### src/source/dmem_wb_pkg.sv
// Shared codes, widths and the bus word view for the data-memory bridge
// Bus is fixed at 32 bits with four byte selects
// Width code 3 is not a legal core code and is handled as a word
// Response codes follow the core handshake and NOTRDY is the idle value

package dmem_wb_pkg;

    // ----------------------------------------
    // Bus geometry
    // ----------------------------------------
    localparam int unsigned WB_WIDTH = 32;
    localparam int unsigned WB_SEL_W = 4;

    // ----------------------------------------
    // Core request encodings
    // ----------------------------------------
    // Access width code
    localparam int unsigned MEM_WIDTH_W = 2;
    localparam logic [MEM_WIDTH_W-1:0] MEM_WIDTH_BYTE  = 2'd0;
    localparam logic [MEM_WIDTH_W-1:0] MEM_WIDTH_HWORD = 2'd1;
    localparam logic [MEM_WIDTH_W-1:0] MEM_WIDTH_WORD  = 2'd2;

    // Command bit
    localparam logic MEM_CMD_RD = 1'b0;
    localparam logic MEM_CMD_WR = 1'b1;

    // ----------------------------------------
    // Core response encodings
    // ----------------------------------------
    localparam int unsigned MEM_RESP_W = 2;
    localparam logic [MEM_RESP_W-1:0] MEM_RESP_NOTRDY = 2'd0;
    localparam logic [MEM_RESP_W-1:0] MEM_RESP_RDY_OK = 2'd1;
    localparam logic [MEM_RESP_W-1:0] MEM_RESP_RDY_ER = 2'd2;

    // Request queue size, set by the bus pipelining
    localparam int unsigned REQ_FIFO_DEPTH = 2;

    // One bus word, seen whole or by lanes
    // Lane 0 is the least significant byte or halfword
    typedef union packed {
        logic [WB_WIDTH-1:0]  word;
        logic [3:0][7:0]      lanes_b;
        logic [1:0][15:0]     lanes_h;
    } wb_word_u;

endpackage

### src/source/dmem_req_align.sv
// Lane steering of one core request onto the 32-bit bus
// Purely combinational, no handshake is seen here
// Misaligned halfwords are not detected, address bit 0 is ignored for them
// Width code 3 behaves as a full word

`timescale 1ns/1ns

module dmem_req_align (
    // Core request fields
    input  logic                                dmem_cmd_i,
    input  logic [dmem_wb_pkg::MEM_WIDTH_W-1:0] dmem_width_i,
    input  logic [dmem_wb_pkg::WB_WIDTH-1:0]    dmem_addr_i,
    input  logic [dmem_wb_pkg::WB_WIDTH-1:0]    dmem_wdata_i,

    // Bus-side view of the request
    output logic                                req_we_o,
    output dmem_wb_pkg::wb_word_u               req_wdata_o,
    output logic [dmem_wb_pkg::WB_SEL_W-1:0]    req_sel_o
);

    // ----------------------------------------
    // Local signals
    // ----------------------------------------
    // Byte offset inside the word
    logic [1:0] byte_ofs;
    // Halfword lane index
    logic       hword_ofs;

    assign byte_ofs  = dmem_addr_i[1:0];
    assign hword_ofs = dmem_addr_i[1];

    // Write flag straight from the command bit
    assign req_we_o = (dmem_cmd_i == dmem_wb_pkg::MEM_CMD_WR);

    // ----------------------------------------
    // Write data lane steering
    // ----------------------------------------
    always_comb begin
        // Unused lanes stay zero
        req_wdata_o.word = '0;
        case (dmem_width_i)
            dmem_wb_pkg::MEM_WIDTH_BYTE: begin
                // Low byte of core data into the addressed lane
                req_wdata_o.lanes_b[byte_ofs] = dmem_wdata_i[7:0];
            end
            dmem_wb_pkg::MEM_WIDTH_HWORD: begin
                // Low halfword into upper or lower lane
                req_wdata_o.lanes_h[hword_ofs] = dmem_wdata_i[15:0];
            end
            default: begin
                // Word and the spare code
                req_wdata_o.word = dmem_wdata_i;
            end
        endcase
    end

    // ----------------------------------------
    // Byte select generation
    // ----------------------------------------
    always_comb begin
        case (dmem_width_i)
            dmem_wb_pkg::MEM_WIDTH_BYTE: begin
                // One select bit at the byte offset
                req_sel_o = 4'b0001 << byte_ofs;
            end
            dmem_wb_pkg::MEM_WIDTH_HWORD: begin
                // Two adjacent bits, lower or upper pair
                req_sel_o = 4'b0011 << {hword_ofs, 1'b0};
            end
            default: begin
                // All lanes
                req_sel_o = '1;
            end
        endcase
    end

endmodule

### src/source/dmem_req_fifo.sv
// Two-entry request queue between core and Wishbone strobe
// Head is read combinationally, one cycle after the write edge
// Writer must not push while full, the top level gates this
// Storage has no reset, only pointers and count do

`timescale 1ns/1ns

module dmem_req_fifo (
    input  logic                                clk,
    input  logic                                rst_n,

    // Push and pop strobes
    input  logic                                wr_en_i,
    input  logic                                rd_en_i,

    // Entry being pushed
    input  logic                                wr_we_i,
    input  logic [dmem_wb_pkg::MEM_WIDTH_W-1:0] wr_width_i,
    input  logic [dmem_wb_pkg::WB_WIDTH-1:0]    wr_addr_i,
    input  dmem_wb_pkg::wb_word_u               wr_wdata_i,
    input  logic [dmem_wb_pkg::WB_SEL_W-1:0]    wr_sel_i,

    // Head entry
    output logic                                rd_we_o,
    output logic [dmem_wb_pkg::MEM_WIDTH_W-1:0] rd_width_o,
    output logic [dmem_wb_pkg::WB_WIDTH-1:0]    rd_addr_o,
    output dmem_wb_pkg::wb_word_u               rd_wdata_o,
    output logic [dmem_wb_pkg::WB_SEL_W-1:0]    rd_sel_o,

    // Occupancy flags
    output logic                                full_o,
    output logic                                empty_o
);

    localparam int unsigned DEPTH = dmem_wb_pkg::REQ_FIFO_DEPTH;
    localparam int unsigned PTR_W = $clog2(DEPTH);
    localparam int unsigned CNT_W = $clog2(DEPTH + 1);

    // ----------------------------------------
    // Storage and pointers
    // ----------------------------------------
    logic                                mem_we    [DEPTH];
    logic [dmem_wb_pkg::MEM_WIDTH_W-1:0] mem_width [DEPTH];
    logic [dmem_wb_pkg::WB_WIDTH-1:0]    mem_addr  [DEPTH];
    dmem_wb_pkg::wb_word_u               mem_wdata [DEPTH];
    logic [dmem_wb_pkg::WB_SEL_W-1:0]    mem_sel   [DEPTH];

    logic [PTR_W-1:0] wr_ptr;
    logic [PTR_W-1:0] rd_ptr;
    logic [CNT_W-1:0] count;

    // Entry write, payload only
    always_ff @(posedge clk) begin
        if (wr_en_i) begin
            mem_we[wr_ptr]    <= wr_we_i;
            mem_width[wr_ptr] <= wr_width_i;
            mem_addr[wr_ptr]  <= wr_addr_i;
            mem_wdata[wr_ptr] <= wr_wdata_i;
            mem_sel[wr_ptr]   <= wr_sel_i;
        end
    end

    // Pointer and count update
    always_ff @(posedge clk) begin
        if (!rst_n) begin
            wr_ptr <= '0;
            rd_ptr <= '0;
            count  <= '0;
        end else begin
            // Wrap at the last entry
            if (wr_en_i) begin
                wr_ptr <= (wr_ptr == PTR_W'(DEPTH - 1)) ? '0 : wr_ptr + PTR_W'(1);
            end
            if (rd_en_i) begin
                rd_ptr <= (rd_ptr == PTR_W'(DEPTH - 1)) ? '0 : rd_ptr + PTR_W'(1);
            end
            // Simultaneous push and pop keeps the count
            case ({wr_en_i, rd_en_i})
                2'b10:   count <= count + CNT_W'(1);
                2'b01:   count <= count - CNT_W'(1);
                default: count <= count;
            endcase
        end
    end

    // ----------------------------------------
    // Head and flags
    // ----------------------------------------
    assign rd_we_o    = mem_we[rd_ptr];
    assign rd_width_o = mem_width[rd_ptr];
    assign rd_addr_o  = mem_addr[rd_ptr];
    assign rd_wdata_o = mem_wdata[rd_ptr];
    assign rd_sel_o   = mem_sel[rd_ptr];

    assign full_o  = (count == CNT_W'(DEPTH));
    assign empty_o = (count == '0);

endmodule

### src/source/dmem_wb_port.sv
// Wishbone master side of the bridge and the registered core response
// One response per acknowledged head, one cycle after wbd_ack_i
// An acknowledge with an empty queue is ignored
// Error responses and write responses carry zero read data

`timescale 1ns/1ns

module dmem_wb_port (
    input  logic                                clk,
    input  logic                                rst_n,

    // Queue head
    input  logic                                head_we_i,
    input  logic [dmem_wb_pkg::MEM_WIDTH_W-1:0] head_width_i,
    input  logic [dmem_wb_pkg::WB_WIDTH-1:0]    head_addr_i,
    input  dmem_wb_pkg::wb_word_u               head_wdata_i,
    input  logic [dmem_wb_pkg::WB_SEL_W-1:0]    head_sel_i,
    input  logic                                empty_i,
    output logic                                pop_o,

    // Wishbone master
    output logic                                wbd_stb_o,
    output logic [dmem_wb_pkg::WB_WIDTH-1:0]    wbd_adr_o,
    output logic                                wbd_we_o,
    output logic [dmem_wb_pkg::WB_WIDTH-1:0]    wbd_dat_o,
    output logic [dmem_wb_pkg::WB_SEL_W-1:0]    wbd_sel_o,
    input  logic [dmem_wb_pkg::WB_WIDTH-1:0]    wbd_dat_i,
    input  logic                                wbd_ack_i,
    input  logic                                wbd_err_i,

    // Core response
    output logic [dmem_wb_pkg::MEM_RESP_W-1:0]  dmem_resp_o,
    output logic [dmem_wb_pkg::WB_WIDTH-1:0]    dmem_rdata_o
);

    // ----------------------------------------
    // Response registers
    // ----------------------------------------
    // Response valid, the only control bit
    logic                                resp_vld_q;
    logic                                resp_err_q;
    logic [dmem_wb_pkg::MEM_WIDTH_W-1:0] resp_width_q;
    logic [1:0]                          resp_addr_q;
    dmem_wb_pkg::wb_word_u               resp_rdata_q;

    // ----------------------------------------
    // Bus drive from the head
    // ----------------------------------------
    // Strobe held while anything is queued
    assign wbd_stb_o = ~empty_i;

    // Zeros when idle so stale entries never reach the bus
    assign wbd_adr_o = empty_i ? '0 : head_addr_i;
    assign wbd_we_o  = empty_i ? 1'b0 : head_we_i;
    assign wbd_dat_o = empty_i ? '0 : head_wdata_i.word;
    assign wbd_sel_o = empty_i ? '0 : head_sel_i;

    // Head completes on acknowledge
    assign pop_o = wbd_ack_i & ~empty_i;

    always_ff @(posedge clk) begin
        if (!rst_n) begin
            resp_vld_q <= 1'b0;
        end else begin
            resp_vld_q <= pop_o;
        end
    end

    // Capture of the completed transfer
    always_ff @(posedge clk) begin
        if (pop_o) begin
            resp_err_q   <= wbd_err_i;
            resp_width_q <= head_width_i;
            resp_addr_q  <= head_addr_i[1:0];
            // Bus data only counts for a good read
            resp_rdata_q.word <= (head_we_i | wbd_err_i) ? '0 : wbd_dat_i;
        end
    end

    // ----------------------------------------
    // Core response output
    // ----------------------------------------
    always_comb begin
        if (!resp_vld_q) begin
            dmem_resp_o = dmem_wb_pkg::MEM_RESP_NOTRDY;
        end else if (resp_err_q) begin
            dmem_resp_o = dmem_wb_pkg::MEM_RESP_RDY_ER;
        end else begin
            dmem_resp_o = dmem_wb_pkg::MEM_RESP_RDY_OK;
        end
    end

    // Lane extraction, zero-filled to the left
    always_comb begin
        dmem_rdata_o = '0;
        if (resp_vld_q) begin
            case (resp_width_q)
                dmem_wb_pkg::MEM_WIDTH_BYTE: begin
                    dmem_rdata_o[7:0] = resp_rdata_q.lanes_b[resp_addr_q];
                end
                dmem_wb_pkg::MEM_WIDTH_HWORD: begin
                    dmem_rdata_o[15:0] = resp_rdata_q.lanes_h[resp_addr_q[1]];
                end
                default: begin
                    dmem_rdata_o = resp_rdata_q.word;
                end
            endcase
        end
    end

endmodule

### src/source/dmem_wb_bridge.sv
// Data-memory port to Wishbone master bridge, top level
// Up to two requests in flight, responses return in order
// Core must take every response, there is no response stall

`timescale 1ns/1ns

module dmem_wb_bridge (
    input  logic                                clk,
    input  logic                                rst_n,

    // Core request
    input  logic                                dmem_req_i,
    input  logic                                dmem_cmd_i,
    input  logic [dmem_wb_pkg::MEM_WIDTH_W-1:0] dmem_width_i,
    input  logic [dmem_wb_pkg::WB_WIDTH-1:0]    dmem_addr_i,
    input  logic [dmem_wb_pkg::WB_WIDTH-1:0]    dmem_wdata_i,
    output logic                                dmem_req_ack_o,

    // Core response
    output logic [dmem_wb_pkg::MEM_RESP_W-1:0]  dmem_resp_o,
    output logic [dmem_wb_pkg::WB_WIDTH-1:0]    dmem_rdata_o,

    // Wishbone master
    output logic                                wbd_stb_o,
    output logic [dmem_wb_pkg::WB_WIDTH-1:0]    wbd_adr_o,
    output logic                                wbd_we_o,
    output logic [dmem_wb_pkg::WB_WIDTH-1:0]    wbd_dat_o,
    output logic [dmem_wb_pkg::WB_SEL_W-1:0]    wbd_sel_o,
    input  logic [dmem_wb_pkg::WB_WIDTH-1:0]    wbd_dat_i,
    input  logic                                wbd_ack_i,
    input  logic                                wbd_err_i
);

    // ----------------------------------------
    // Internal wires
    // ----------------------------------------
    // Aligned request
    logic                                req_we;
    dmem_wb_pkg::wb_word_u               req_wdata;
    logic [dmem_wb_pkg::WB_SEL_W-1:0]    req_sel;

    // Queue head and control
    logic                                head_we;
    logic [dmem_wb_pkg::MEM_WIDTH_W-1:0] head_width;
    logic [dmem_wb_pkg::WB_WIDTH-1:0]    head_addr;
    dmem_wb_pkg::wb_word_u               head_wdata;
    logic [dmem_wb_pkg::WB_SEL_W-1:0]    head_sel;
    logic                                fifo_full;
    logic                                fifo_empty;
    logic                                fifo_pop;
    logic                                req_accept;

    // Accept while a slot is free
    assign dmem_req_ack_o = ~fifo_full;
    assign req_accept     = dmem_req_i & ~fifo_full;

    dmem_req_align u_req_align (
        .dmem_cmd_i   (dmem_cmd_i),
        .dmem_width_i (dmem_width_i),
        .dmem_addr_i  (dmem_addr_i),
        .dmem_wdata_i (dmem_wdata_i),
        .req_we_o     (req_we),
        .req_wdata_o  (req_wdata),
        .req_sel_o    (req_sel)
    );

    // Width and address stored raw for the read lane pick
    dmem_req_fifo u_req_fifo (
        .clk        (clk),
        .rst_n      (rst_n),
        .wr_en_i    (req_accept),
        .rd_en_i    (fifo_pop),
        .wr_we_i    (req_we),
        .wr_width_i (dmem_width_i),
        .wr_addr_i  (dmem_addr_i),
        .wr_wdata_i (req_wdata),
        .wr_sel_i   (req_sel),
        .rd_we_o    (head_we),
        .rd_width_o (head_width),
        .rd_addr_o  (head_addr),
        .rd_wdata_o (head_wdata),
        .rd_sel_o   (head_sel),
        .full_o     (fifo_full),
        .empty_o    (fifo_empty)
    );

    dmem_wb_port u_wb_port (
        .clk          (clk),
        .rst_n        (rst_n),
        .head_we_i    (head_we),
        .head_width_i (head_width),
        .head_addr_i  (head_addr),
        .head_wdata_i (head_wdata),
        .head_sel_i   (head_sel),
        .empty_i      (fifo_empty),
        .pop_o        (fifo_pop),
        .wbd_stb_o    (wbd_stb_o),
        .wbd_adr_o    (wbd_adr_o),
        .wbd_we_o     (wbd_we_o),
        .wbd_dat_o    (wbd_dat_o),
        .wbd_sel_o    (wbd_sel_o),
        .wbd_dat_i    (wbd_dat_i),
        .wbd_ack_i    (wbd_ack_i),
        .wbd_err_i    (wbd_err_i),
        .dmem_resp_o  (dmem_resp_o),
        .dmem_rdata_o (dmem_rdata_o)
    );

endmodule

### config.mk
export PLATFORM = sky130hd
export DESIGN_NAME = dmem_wb_bridge
export DESIGN_NICKNAME = d
export VERILOG_FILES = /design/src/source/dmem_wb_pkg.sv /design/src/source/dmem_req_align.sv /design/src/source/dmem_req_fifo.sv /design/src/source/dmem_wb_port.sv /design/src/source/dmem_wb_bridge.sv
export SDC_FILE = /design/constraint.sdc
export NUM_CORES = 1
export LEC_CHECK = 0
export BUFFER_PORTS_ARGS = -buffer_cell sky130_fd_sc_hd__buf_4
export CORE_UTILIZATION = 52
export CTS_CLUSTER_SIZE = 30
export DETAILED_ROUTE_END_ITERATION = 12
export MAX_ROUTING_LAYER = met4
export PLACE_DENSITY_LB_ADDON = 0.2
export RECOVER_POWER = 25
export SLEW_MARGIN = 20
export SYNTH_ARGS = -nofsm -noshare
export SYNTH_HDL_FRONTEND = slang
export SYNTH_SLANG_ARGS = --single-unit
### constraint.sdc
create_clock -name clk -period 12.8 [get_ports clk]
set_input_delay 2.56 -clock clk [delete_from_list [all_inputs] [get_ports clk]]
set_output_delay 2.56 -clock clk [all_outputs]
set_load 0.005 [all_outputs]
; Word level (Yosys, flattened, before mapping)
; Memories as Yosys holds them, arrays and structs flattened. A register that Yosys moved wholly into a read port is not among the register bits.
; Cells that the tools add are included.
[classes]
addsub = 4
order_cmp = 6
eq_ne = 5
shifts = 2
mux = 33
bitwise = 7
reduce_logical = 7
[ops]
columns = operator, n
row1 = 32-bit 2-to-1 mux, 3
row2 = 32-bit bitwise AND, 2
row3 = 16-bit 2-to-1 mux, 4
row4 = 32-bit one-hot mux with 2 select lines, 1
row5 = 8-bit one-hot mux with 2 select lines, 2
row6 = 8-bit binary-select mux with 2-bit select, 1
row7 = 16-bit demux with 1-bit select, 1
row8 = 8-bit demux with 2-bit select, 1
row9 = 8-bit 2-to-1 mux, 2
row10 = 1-bit 2-to-1 mux, 13
row11 = 4-bit one-hot mux with 2 select lines, 1
row12 = "2-bit by 1-bit == test with 1-bit output, second input constant", 3
row13 = 2-bit logical NOT, 3
row14 = "2-bit by 3-bit less-than comparator with 1-bit output, second input constant", 2
row15 = "2-bit == test, second input constant", 2
row16 = "1-bit by 2-bit less-than comparator with 1-bit output, second input constant", 2
row17 = 2-bit 2-to-1 mux, 2
row18 = 4-bit 2-to-1 mux, 1
row19 = 2-bit one-hot mux with 2 select lines, 1
row20 = "1-bit by 2-bit left shift with 4-bit output, first input constant", 1
row21 = "2-bit by 2-bit left shift with 4-bit output, first input constant", 1
row22 = "1-bit adder, second input constant", 2
row23 = "2-bit by 1-bit adder with 2-bit output, second input constant", 1
row24 = 1-bit bitwise AND, 2
row25 = other kinds (8), 10
[totals]
regBits = 40
mem_bits_rw = 142
inputBits = 104
output_inout_bits = 105
wordCells = 76
mem_count = 5
[memory_table]
columns = name, depth, width, read_ports, rd_ports_with_merged_regs, write_ports, line_no
row1 = u_req_fifo.mem_addr, 2, 32, 1, 1, 1, dmem_req_fifo.sv:44  ; logic [dmem_wb_pkg::WB_WIDTH-1:0] mem_addr [DEPTH];
row2 = u_req_fifo.mem_wdata, 2, 32, 1, 1, 1, dmem_req_fifo.sv:45  ; dmem_wb_pkg::wb_word_u mem_wdata [DEPTH];
row3 = u_req_fifo.mem_sel, 2, 4, 1, 1, 1, dmem_req_fifo.sv:46  ; logic [dmem_wb_pkg::WB_SEL_W-1:0] mem_sel [DEPTH];
row4 = u_req_fifo.mem_width, 2, 2, 1, 1, 1, dmem_req_fifo.sv:43  ; logic [dmem_wb_pkg::MEM_WIDTH_W-1:0] mem_width [DEPTH];
row5 = u_req_fifo.mem_we, 2, 1, 1, 1, 1, dmem_req_fifo.sv:42  ; logic mem_we [DEPTH];

; Depth between registers and ports, before layout
; Gate-level depths: netlist (run 1).
[depth]
word_depth = 6
mapped_depth = 7
ltp_nobuf = 7

; Cells and area by module
; From an unflattened synthesis (run 1), not the netlist that was laid out.
[hier_totals]
hier_cells = 585
area_unflattened_um2 = 8373.0
[modules_own_cells]
columns = module, instances, cells_per_inst, area_per_inst_um2, seq_area_each_um2
row1 = dmem_req_fifo, 1, 243, 5320.1, 4364.2
row2 = dmem_wb_port, 1, 258, 2537.4, 1131.1
row3 = dmem_req_align, 1, 82, 505.5, 0.0
row4 = dmem_wb_bridge, 1, 2, 10.0, 0.0

; Least setup slack after synthesis (run 1)
; OpenSTA, ideal clock, no wires.
[synth_path]
path_kind = input to register
from = in dmem_req_i
to = mem u_req_fifo.mem_addr[0][0] in the netlist's numbering (enable)
arrival_ps = 5619
required_ps = 12300
setup_slack_ps = 6681
stages = 2
n_path_buf = 0
cell_sequence = nand2_1 -> nor2_1
[synth_between]
elab_chain_len = 3
[synth_rtl]
columns = item, line_no
row1 = "start, declared", dmem_wb_bridge.sv:12  ; input logic dmem_req_i,
row2 = 1-bit bitwise AND, dmem_wb_bridge.sv:55  ; assign req_accept = dmem_req_i & ~fifo_full;
row3 = 1-bit 2-to-1 mux, dmem_req_fifo.sv:54  ; if (wr_en_i) begin
row4 = 1-bit 2-to-1 mux (implied by the code), dmem_req_fifo.sv:57  ; mem_addr[wr_ptr] <= wr_addr_i;
row5 = "end, declared", dmem_req_fifo.sv:44
; No other way between the ends.

; Final worst setup path (run 1)
[layout_path]
from = in wbd_ack_i
to = reg u_req_fifo.count[1]
[layout_between]
elab_chain_len = 3
[layout_rtl]
columns = item, line_no
row1 = "start, declared", dmem_wb_bridge.sv:30  ; input logic wbd_ack_i,
row2 = 1-bit bitwise AND *, dmem_wb_port.sv:59  ; assign pop_o = wbd_ack_i & ~empty_i;
row3 = named net fifo_pop, dmem_wb_bridge.sv:50  ; logic fifo_pop;
row4 = 2-bit by 1-bit == test with 1-bit output or 2-bit == test (tied branches), dmem_req_fifo.sv:78  ; case ({wr_en_i, rd_en_i})
row5 = 2-bit one-hot mux with 2 select lines or 2-bit nonzero test (tied branches), n/a
row6 = "end signal, assigned", dmem_req_fifo.sv:79  ; 2'b10: count <= count + CNT_W'(1);
row7 = "end signal, assigned", dmem_req_fifo.sv:80  ; 2'b01: count <= count - CNT_W'(1);
row8 = "end signal, assigned", dmem_req_fifo.sv:81  ; default: count <= count;
row9 = "end, declared", dmem_req_fifo.sv:50  ; logic [CNT_W-1:0] count;
; The timed path passes the listed nets; every way through them passes the cells marked *.
; A chain may end at the register's enable or synchronous reset.

==> results by group, run 1 <==
Global route
  • GRT overflow: 0
  • Largest net degree at the start of global routing: 72
  • Gr usage total: between 20% and 30%
  • Antenna violations before repair: 1
  • Global-route wire length before repair: ~27000 um
  • Vias in the first global route: 5071

Clocking
  • Post-CTS resize count: 0
  • CTS tree: done
  • CTS Hold Buffers Added: 0
  • Total CTS buffers: 17
  • CTS root buf: clkbuf_16
  • H-Tree Depth: 4
  • Clock slew at reported path FFs: 0.07 ns
  • Max clock buf depth: 2
  • Setup Buffers After CTS: 0
  • Clock sink count: between 150 and 200
  • Skew-Pair Late Insertion Delay: 0.43 ns

Timing
  • WHS: roughly 0.55 ns
  • Slew HR: -66.57%
  • Max Slew Vio Count: 40
  • Clock Skew: 0.008651 ns
  • Slew @ Worst Pin: approximately 2.5 ns
  • FMAX: 193.4 MHz
  • Tmin final: 5.171 ns
  • Hold Vio Cnt, Final: 0
  • Fin crit share: between 40% and 50%
  • Fin Setup TNS: 0 ns
  • Setup violations, final: 0
  • RSZ-0062 raised after global routing: no

Synthesis
  • Synth Net Count: 675
  • Cell area after synthesis: between 8000 and 9000 sq um
  • Synth Warn #: 0
  • Syn avg cell area: 14.10 sq um
  • Seq/Total Area, Yosys: around two thirds
  • Yosys reg bits: around 190
  • Synth unique cells: 40
  • Syn Inst Count: between 500 and 600

Die
  • Die Ht: approximately 130 um
  • Chip width: roughly 130 um
  • Die area: 15960 sq um
  • CORE AREA: 15150 sq um
  • Ports: between 200 and 250
  • Row cnt: 45
  • Initial Util: between 50 and 60%

Hold path
  • Hold Crit Start: u_req_fifo.mem_width[0][1]$_DFFE_PP_
  • Worst hold path class: reg2reg
  • Hold path depth: 1
  • WHS Endpoint: u_wb_port.resp_width_q[1]$_DFFE_PP_

Route
  • DR vias: ~5.3k
  • First-pass DRT Iterations: 6
  • WL final: around 18000 um
  • DRT antenna net count: 0
  • Via-per-instance ratio: 5.495
  • DRC: 0
  • Starting DRT DRC Count: ~460
  • Avg WL per Cell: between 15 and 20 um

Placement
  • Cells after DPL: slightly above 900
  • Post-detail-place hpwl: 11760 um
  • Placer Congestion: ~0.86
  • Post-DP Area: 9701 sq um
  • PortBufs: about 210

Pwr
  • PD cells: about 200 nW/um^2
  • Peak VDD IR: between 0.1 and 0.15 mV
  • Leak Pwr: around 3.9 nW
  • Power, Total: 2.014 mW
  • Reg power frac: 42.9%
  • Clock share of power: 25.0%
  • Switching pwr: about 0.63 mW
  • Net Sw Frac: 31.15%
  • Logic pwr share: about a third
  • Int Power: about 1.4 mW

Setup path
  • FF-to-FF Start: u_req_fifo.count[0]$_SDFFE_PN0P_
  • Flop-to-flop setup slack: about 8.8 ns
  • Crit Reg-Reg Endpoint: u_req_fifo.count[1]$_SDFFE_PN0P_
  • Worst EP required: around 13 ns
  • Crit Path Category: in2reg
  • Worst setup SP type: input pin
  • Worst setup EP type: register
  • Worst EP arrival: approximately 5.5 ns
  • Worst reg2reg path depth: 8
  • Worst-path maximum fanout: 39

Run status
  • Status: finished with violations
  • Failing checks: max-capacitance violations, max-slew violations

Flow run
  • Total of max-cap violations: 1

Finish
  • Final cell count without fillers: just under 1k
  • Post-layout instance area: roughly 10000 sq um
  • Fraction of layout instances using a drive strength above 1: 30.85%
  • Area Overhead vs Synth: 26.87%
  • Post-layout nets: 870
[power groups by stage]
stage	logic, mW	clock network (mW)	registers (mW)
floorplan	0.378	0	0.852
global placement	0.647	0	0.870
detailed placement	0.661	0	0.876
CTS	0.662	0.511	0.863
global route	0.706	0.535	0.875
finish	0.646	0.504	0.864
[kinds of logic after synthesis]
group | share of synthesized area [%]
muxes | 9.931
xor gates and xnor gates | 0.4359
and+or+nand+nor | 13.14
adders and majority gates | 0.1556
buffers and inverters | 2.366
AOI/OAI and AO/OA | 5.604
DFF | 68.37
[synth_stat cells]
cell type    n  area [sq um]
o21ai_0     12         60.06
dfxtp_1      6         120.1
inv_2        2         7.510
and3_1      18         112.6
and2b_1      1         7.510
clkbuf_1    12         45.04
nor3b_2      1         12.51
ha_1         1         12.51
o21bai_1     3         22.52
nor2_1      69         259.0
nor3_2       1         10.01
mux2_2       6         67.56
a21oi_1      4         20.02
or3_1        1         6.260
and2_1      48         300.3
nor2_2       3         18.77
buf_4        6         45.04
mux2_4       1         15.01
a222oi_1     4         40.04
mux2_1       4         45.04
nand3b_1     5         37.54
inv_1        1         3.750
xor2_1       1         8.760
buf_1        2         7.510
mux2i_1     67         670.6
a22o_1       8         70.07
nand3_1      8         40.04
a22oi_1     24         180.2
a221oi_1     4         35.03
nand2_1     19         71.32
xnor2_1      3         26.28
nor2b_2      1         8.760
nand2b_1     7         43.79
a21o_1       2         15.01
nor2b_1     19         118.9
buf_2       14         70.07
and3b_1      1         8.760
edfxtp_1   179          5375
buf_6        1         11.26
a21boi_1     1         7.510
[worst max-delay path, cell delays in order]
cell,delay (ns)
clkbuf_4,0.11
and2_0,1.83
ha_1,0.52
or3_1,0.37
a21boi_1,0.14
[worst max-delay path by stage]
stage,end,cells past startpoint,slack [ns],from
global placement,wbd_adr_o[0],5,8.43,u_req_fifo.count[1]$_SDFFE_PN0P_
detailed placement,wbd_adr_o[0],5,8.35,u_req_fifo.count[0]$_SDFFE_PN0P_
floorplan,u_req_fifo.mem_addr[0][0]$_DFFE_PP_,2,6.68,dmem_req_i
global route,u_req_fifo.count[1]$_SDFFE_PN0P_,5,7.35,wbd_ack_i
CTS,wbd_adr_o[0],5,7.91,u_req_fifo.count[0]$_SDFFE_PN0P_
finish,u_req_fifo.count[1]$_SDFFE_PN0P_,5,7.63,wbd_ack_i
[metrics by stage]
step / util [%] / worst slack [ns]
after global placement: 64.05 / 8.434
after global routing: 67.33 / 7.352
after detailed placement: 64.05 / 8.348
final: 67.33 / 7.629
after floorplan: - / 6.681
after CTS: 67.80 / 7.912
[routing by layer]
metal	vias up	global-route usage, %	share of wire [%]
met5	-	-	0
met4	0	9.213	1.6
met3	19	4.682	6.1
met2	223	36.27	50
met1	2578	29.92	42
li1	2494	-	-
[cell usage in the layout (no fill, tap or decap), types with 6 or more instances in the layout]
cell,synthesis,layout
edfxtp_1,179,179
buf_4,6,172
nor2_1,69,68
mux2i_1,67,67
and2_1,48,43
a22oi_1,24,24
clkbuf_4,0,20
nor2b_1,19,19
nand2_1,19,19
clkbuf_1,12,18
and3_1,18,17
clkbuf_16,0,17
o21ai_0,12,12
a22o_1,8,8
nand3_1,8,8
nand2b_1,7,7
dfxtp_1,6,6
[state kept, by name (all words and copies together) (netlist names), 2 cells and up, named ones only]
| name | flops |
|---|---|
| u_wb_port.resp_addr_q | 2 |
| u_req_fifo.mem_addr | 64 |
| u_req_fifo.mem_we | 2 |
| u_req_fifo.mem_wdata | 64 |
| u_wb_port.resp_width_q | 2 |
| u_req_fifo.mem_sel | 8 |
| u_req_fifo.mem_width | 4 |
| u_wb_port.resp_rdata_q | 32 |
| u_req_fifo.count | 2 |
[cell type report]
class | count | area [sq um]
inverters | 3 | 11.26
clock buffers | 17 | 425.4
repair buffers | 211 | 1520
clock inverters | 15 | 142.6
fillers | 1131 | 4949
multi-input cells | 347 | 2365
diodes | 1 | 2.502
well taps | 188 | 235.2
flip-flops and latches | 185 | 5495
(Power assumes the default switching activity.)
==> run 2, diff against run 1 <==
==> constraint.sdc (replaced) <==
create_clock -name clk -period 4.85 [get_ports clk]
set_input_delay 0.97 -clock clk [delete_from_list [all_inputs] [get_ports clk]]
set_output_delay 0.97 -clock clk [all_outputs]
set_load 0.005 [all_outputs]
==> run 2 against run 1 <==
The run still ends with max-capacitance violations, max-slew violations left. Worst setup slack worse by 6.6 ns. Power grew to 2.7 times the previous value. Count of clock-buffer cells in the layout stayed put. Final cell count is 0.10% lower. Largest cell class unchanged. Largest power group unchanged.
==> results by group, run 2 (same netlist as run 1, synthesis figures left out) <==
Placement
  • PortBufs: 208 (unchanged)
  • Placer Congestion: 0.8981 (was 0.8641)
  • Post-DP Area: 9728 sq um (was 9701 sq um)
  • Post-detail-place hpwl: 12120 um (was 11760 um)

Timing
  • Hold Vio Cnt, Final: 0 (unchanged)
  • Fin Setup TNS: 0 ns (unchanged)
  • Tmin final: approximately 3.8 ns
  • FMAX: 262.8 MHz
  • Slew @ Worst Pin: 1.675 ns (was 2.497 ns)
  • Clock Skew: 0.004186 ns (was 0.008651 ns)
  • Fin crit share: 78.47%
  • Slew HR: -11.82% (was -66.57%)
  • Max Slew Vio Count: 27 (was 40)
  • Setup violations, final: 0 (unchanged)
  • RSZ-0062 raised after global routing: no (unchanged)

Route
  • First-pass DRT Iterations: 5 (was 6)
  • WL final: 17710 um (was 17620 um)
  • Starting DRT DRC Count: 562 (was 458)
  • DRC: 0 (unchanged)
  • DRT antenna net count: 0 (unchanged)
  • Avg WL per Cell: 18.33 um (was 18.22 um)
  • DR vias: 5397 (was 5314)
  • Via-per-instance ratio: 5.587 (was 5.495)

Run status
  • Status: finished with violations (unchanged)
  • Failing checks: max-capacitance violations, max-slew violations (unchanged)

Setup path
  • CP bufs+invs: 2 (was 1)
  • Worst-path maximum fanout: 43 (was 39)
  • CP Cell Sequence: buf_16 -> mux2i_1 -> nor2_1 -> buf_4 (was clkbuf_4 -> and2_0 -> ha_1 -> or3_1 -> a21boi_1)
  • Largest delay share family, worst path: flip-flops (was simple AND/OR/NAND/NOR gates)
  • Worst EP required: 3.88 ns (was 13.16 ns)
  • Crit Path Category: reg2out (was in2reg)
  • Worst EP arrival: 2.84 ns (was 5.53 ns)
  • Worst setup EP type: output port (was register)
  • Worst setup SP type: register (was input pin)
  • Critical path's slowest cell: dfxtp_1 (was and2_0)
  • Slowest cell delay on critical path: 1.44 ns (was 1.83 ns)

Die
  • Die Ht: 126.3 um (unchanged)
  • Die area: 15960 sq um (unchanged)
  • Ports: 209 (unchanged)
  • Chip width: 126.3 um (unchanged)
  • Row cnt: 45 (unchanged)
  • CORE AREA: 15150 sq um (unchanged)
  • Initial Util: 53.07% (unchanged)

Pwr
  • Peak VDD IR: 0.2787 mV (was 0.1169 mV)
  • Leak Pwr: 3.970 nW (was 3.924 nW)
  • PD cells: 537.0 nW/um^2 (was 197.5 nW/um^2)

Clocking
  • CTS Hold Buffers Added: 0 (unchanged)
  • Skew-Pair Late Insertion Delay: 0.42 ns (was 0.43 ns)
  • Total CTS buffers: 17 (unchanged)
  • CTS root buf: clkbuf_16 (unchanged)
  • Post-CTS resize count: 0 (unchanged)
  • H-Tree Depth: 4 (unchanged)
  • Max clock buf depth: 2 (unchanged)
  • Clock slew at reported path FFs: 0.06 ns (was 0.07 ns)
  • CTS tree: done (unchanged)
  • Setup Buffers After CTS: 0 (unchanged)
  • Clock sink count: 185 (unchanged)

Global route
  • Antenna violations before repair: 0 (was 1)
  • Vias in the first global route: 5141 (was 5071)
  • Largest net degree at the start of global routing: 72 (unchanged)
  • Gr usage total: 23.26% (was 23.17%)
  • GRT overflow: 0 (unchanged)
  • Global-route wire length before repair: 26990 um (was 26910 um)

Finish
  • Final Util: 67.96% (was 67.33%)
  • Post-layout instance area: 10290 sq um (was 10200 sq um)
  • Post-layout nets: 871 (was 870)
  • Fraction of layout instances using a drive strength above 1: 30.33% (was 30.85%)
  • Most common cell after layout, fill and taps aside: edfxtp_1 (unchanged)
  • N_diodes: 0 (was 1)
  • Most frequent cells in the layout: 179 x edfxtp_1, 175 x buf_4, 69 x nor2_1 (was 179 x edfxtp_1, 172 x buf_4, 68 x nor2_1)
  • Largest regs: u_req_fifo.mem_addr (64), u_req_fifo.mem_wdata (64), u_wb_port.resp_rdata_q (32) (unchanged)
  • Area Overhead vs Synth: 28.05% (was 26.87%)

Hold path
  • Worst hold path class: reg2reg (unchanged)

Flow run
  • Total of max-cap violations: 1 (unchanged)
run 2: cell count changes in the layout (fill, tap and decap cells not counted), sizes merged:
cell      previous run  this run
diode                1         0
inv                  8         3
buf                173       176
clkinv               6         7
clkinvlp             3         1
bufinv               1         6
clkbuf              55        53
run 2: layout make-up:
cell class,count,area [sq um]
clock buffers,17,425.4
repair buffers,212,1533
clock inverters,14,229.0
well taps,188,235.2
flip-flops and latches,185,5495
inverters,3,11.26
multi-input cells,347,2364
fillers,1086,4853
run 2: per-layer routing:
layer / vias up / wire [um] / global-route usage, %
li1: 2495 / - / -
met5: - / 0 / -
met1: 2600 / 7417 / 30.31
met4: 0 / 389 / 9.142
met3: 30 / 1213 / 4.471
met2: 272 / 8691 / 36.33
run 2: worst paths after layout:
path	to	cells past startpoint	from	slack (ns)
setup reg to reg	u_wb_port.resp_rdata_q[10]$_SDFFCE_PP0P_	3	register	1.96
setup / recovery	wbd_sel_o[2]	4	register	1.04
hold / removal	u_wb_port.resp_width_q[1]$_DFFE_PP_	1	u_req_fifo.mem_width[1][1]$_DFFE_PP_	0.55
hold reg to reg	u_wb_port.resp_width_q[1]$_DFFE_PP_	1	u_req_fifo.mem_width[1][1]$_DFFE_PP_	0.55
run 2: metrics by stage:
step | setup slack [ns] | hold WS (ns) | power [mW] | std cells
floorplan | 0.3207 | 0.4815 | 3.247 | 570
global placement | 1.993 | 0.5153 | 3.997 | 934
detailed placement | 2.003 | 0.5343 | 4.057 | 935
CTS | 1.543 | 0.5489 | 5.568 | 966
global route | 0.9192 | 0.5547 | 5.789 | 966
finish | 1.044 | 0.5509 | 5.527 | 966
run 2: worst register-to-register path, stage by stage (launching register included):
cell and delay (ns):
dfxtp_1 1.44, mux2i_1 0.36, and2b_1 0.71, and2_1 0.25
run 2: power breakdown:
part | internal [mW] | switching, mW | leakage (nW)
Sequential | 2.13 | 0.189 | 1.74
Combinational | 0.826 | 0.867 | 1.91
Clock | 0.958 | 0.557 | 0.320
Total | 3.91 | 1.61 | 3.97
==> run 3, diff against run 2 <==
==> constraint.sdc (replaced) <==
create_clock -name clk -period 3.8 [get_ports clk]
set_input_delay 0.76 -clock clk [delete_from_list [all_inputs] [get_ports clk]]
set_output_delay 0.76 -clock clk [all_outputs]
set_load 0.005 [all_outputs]
==> run 3 against run 2 <==
The run now ends clean. First-iteration DRC count decreased by 9.4%. Count of clock-buffer cells in the layout unchanged. Non-clock buffer count stayed put. Via count down 0.74%. Sequential share of layout area grew 0.24 points. Critical path depth unchanged.
==> results by group, run 3 (same netlist as run 1, synthesis figures left out) <==
Finish
  • Final Util: 67.65% (was 67.96%)
  • Fraction of layout instances using a drive strength above 1: 31.84% (was 30.33%)
  • Most common cell after layout, fill and taps aside: edfxtp_1 (unchanged)
  • Largest regs: u_req_fifo.mem_addr (64), u_req_fifo.mem_wdata (64), u_wb_port.resp_rdata_q (32) (unchanged)
  • Post-layout instance area: 10250 sq um (was 10290 sq um)
  • N_diodes: 0 (unchanged)
  • Most frequent cells in the layout: 179 x edfxtp_1, 175 x buf_4, 68 x nor2_1 (was 179 x edfxtp_1, 175 x buf_4, 69 x nor2_1)
  • Area Overhead vs Synth: 27.48% (was 28.05%)
  • Post-layout nets: 871 (unchanged)

Timing
  • Fin Setup TNS: 0 ns (unchanged)
  • Hold Vio Cnt, Final: 0 (unchanged)
  • Max Slew Vio Count: 0 (was 27)
  • FMAX: 332.5 MHz
  • Fin crit share: between 70% and 80%
  • Slew HR: 6.205% (was -11.82%)
  • Slew @ Worst Pin: 1.407 ns (was 1.675 ns)
  • RSZ-0062 raised after global routing: no (unchanged)
  • Tmin final: 3.008 ns
  • Clock Skew: 0.009000 ns (was 0.004186 ns)
  • Setup violations, final: 0 (unchanged)

Route
  • Starting DRT DRC Count: 509 (was 562)
  • DRC: 0 (unchanged)
  • First-pass DRT Iterations: 6 (was 5)
  • DR vias: 5357 (was 5397)
  • Avg WL per Cell: 17.91 um (was 18.33 um)
  • WL final: 17320 um (was 17710 um)
  • DRT antenna net count: 0 (unchanged)
  • Via-per-instance ratio: 5.540 (was 5.587)

Setup path
  • Slowest cell delay on critical path: 0.79 ns (was 1.44 ns)
  • Worst EP required: 3.04 ns (was 3.88 ns)
  • Critical path's slowest cell: dfxtp_1 (unchanged)
  • Worst EP arrival: 2.25 ns (was 2.84 ns)
  • Worst setup EP type: output port (unchanged)
  • Crit Path Category: reg2out (unchanged)
  • CP bufs+invs: 2 (unchanged)
  • Worst-path maximum fanout: 58 (was 43)
  • CP Cell Sequence: buf_12 -> mux2i_1 -> nor2_1 -> buf_4 (was buf_16 -> mux2i_1 -> nor2_1 -> buf_4)
  • Worst setup SP type: register (unchanged)
  • Largest delay share family, worst path: flip-flops (unchanged)

Global route
  • Gr usage total: 22.55% (was 23.26%)
  • Gr busiest metal: met2 (unchanged)
  • Global Route met3 Usage: 4.977% (was 4.471%)
  • M2 GR Usage: 35.07% (was 36.33%)
  • Largest net degree at the start of global routing: 72 (unchanged)
  • GRT overflow: 0 (unchanged)
  • Met1 usage: 29.48% (was 30.31%)
  • Vias in the first global route: 5101 (was 5141)
  • Global-route wire length before repair: 26500 um (was 26990 um)
  • Antenna violations before repair: 0 (unchanged)

Placement
  • Placer Congestion: 0.9626 (was 0.8981)
  • PortBufs: 208 (unchanged)
  • Post-DP Area: 9719 sq um (was 9728 sq um)
  • Post-detail-place hpwl: 11430 um (was 12120 um)

Die
  • Row cnt: 45 (unchanged)
  • Initial Util: 53.07% (unchanged)
  • Ports: 209 (unchanged)
  • Die area: 15960 sq um (unchanged)
  • Die Ht: 126.3 um (unchanged)
  • CORE AREA: 15150 sq um (unchanged)
  • Chip width: 126.3 um (unchanged)

Clocking
  • Skew-Pair Late Insertion Delay: 0.42 ns (about the same)
  • CTS Hold Buffers Added: 0 (unchanged)
  • CTS tree: done (unchanged)
  • Total CTS buffers: 17 (unchanged)
  • Clock sink count: 185 (unchanged)
  • Clock slew at reported path FFs: 0.07 ns (was 0.06 ns)
  • CTS root buf: clkbuf_16 (unchanged)
  • Max clock buf depth: 2 (unchanged)
  • Setup Buffers After CTS: 0 (unchanged)
  • H-Tree Depth: 4 (unchanged)
  • Post-CTS resize count: 0 (unchanged)

Run status
  • Status: completed (was finished with violations)

Pwr
  • PD cells: 663.1 nW/um^2 (was 537.0 nW/um^2)
  • Power, Total: 6.794 mW (was 5.527 mW)
  • Leak Pwr: 3.959 nW (was 3.970 nW)
  • Peak VDD IR: 0.3247 mV (was 0.2787 mV)

Hold path
  • Worst hold path class: in2reg (was reg2reg)
  • Hold Crit Start: dmem_addr_i[12] (was u_req_fifo.mem_width[1][1]$_DFFE_PP_)

Flow run
  • Total of max-cap violations: 0 (was 1)
==> run 3: final cells by class <==
| type | count | area (sq um) |
|---|---|---|
| clock buffers | 17 | 425.4 |
| clock inverters | 15 | 151.4 |
| fillers | 1107 | 4900 |
| inverters | 3 | 11.26 |
| multi-input cells | 347 | 2365 |
| flip-flops and latches | 185 | 5495 |
| well taps | 188 | 235.2 |
| repair buffers | 212 | 1563 |
==> run 3: routing by layer <==
metal	vias to the layer above	wire [um]
met4	0	306
met2	251	8466
li1	2503	-
met1	2582	7286
met3	21	1256
met5	-	0
==> run 3: metrics by stage <==
step                      instances  hold slack (ns)  worst slack, ns
final                           967           0.5403           0.7924
after global routing            967           0.5226           0.6011
after CTS                       967           0.5005           0.8290
after detailed placement        935           0.5313            1.302
after global placement          935           0.5147            1.329
after floorplan                 570           0.4815           0.6701
==> run 3: path summary, 6_finish.rpt <==
path         cells past startpoint                                 endpoint  slack [ns]
max                              4                                 wbd_we_o        0.79
min                              1     u_req_fifo.mem_addr[1][12]$_DFFE_PP_        0.54
max reg2reg                      4  u_wb_port.resp_rdata_q[2]$_SDFFCE_PP0P_        1.09
min reg2reg                      2         u_req_fifo.count[1]$_SDFFE_PN0P_        0.54
==> run 3: worst register-to-register path: stages (launching register included) <==
cell,delay [ns]
dfxtp_1,0.79
buf_12,0.43
mux2i_1,0.39
and2b_1,0.71
and2_1,0.25
==> run 3: power breakdown <==
| part | internal [mW] | total, mW | switching, mW |
|---|---|---|---|
| clock | 0.879 | 1.69 | 0.812 |
| combinational | 1.04 | 2.18 | 1.14 |
| sequential | 2.72 | 2.92 | 0.208 |
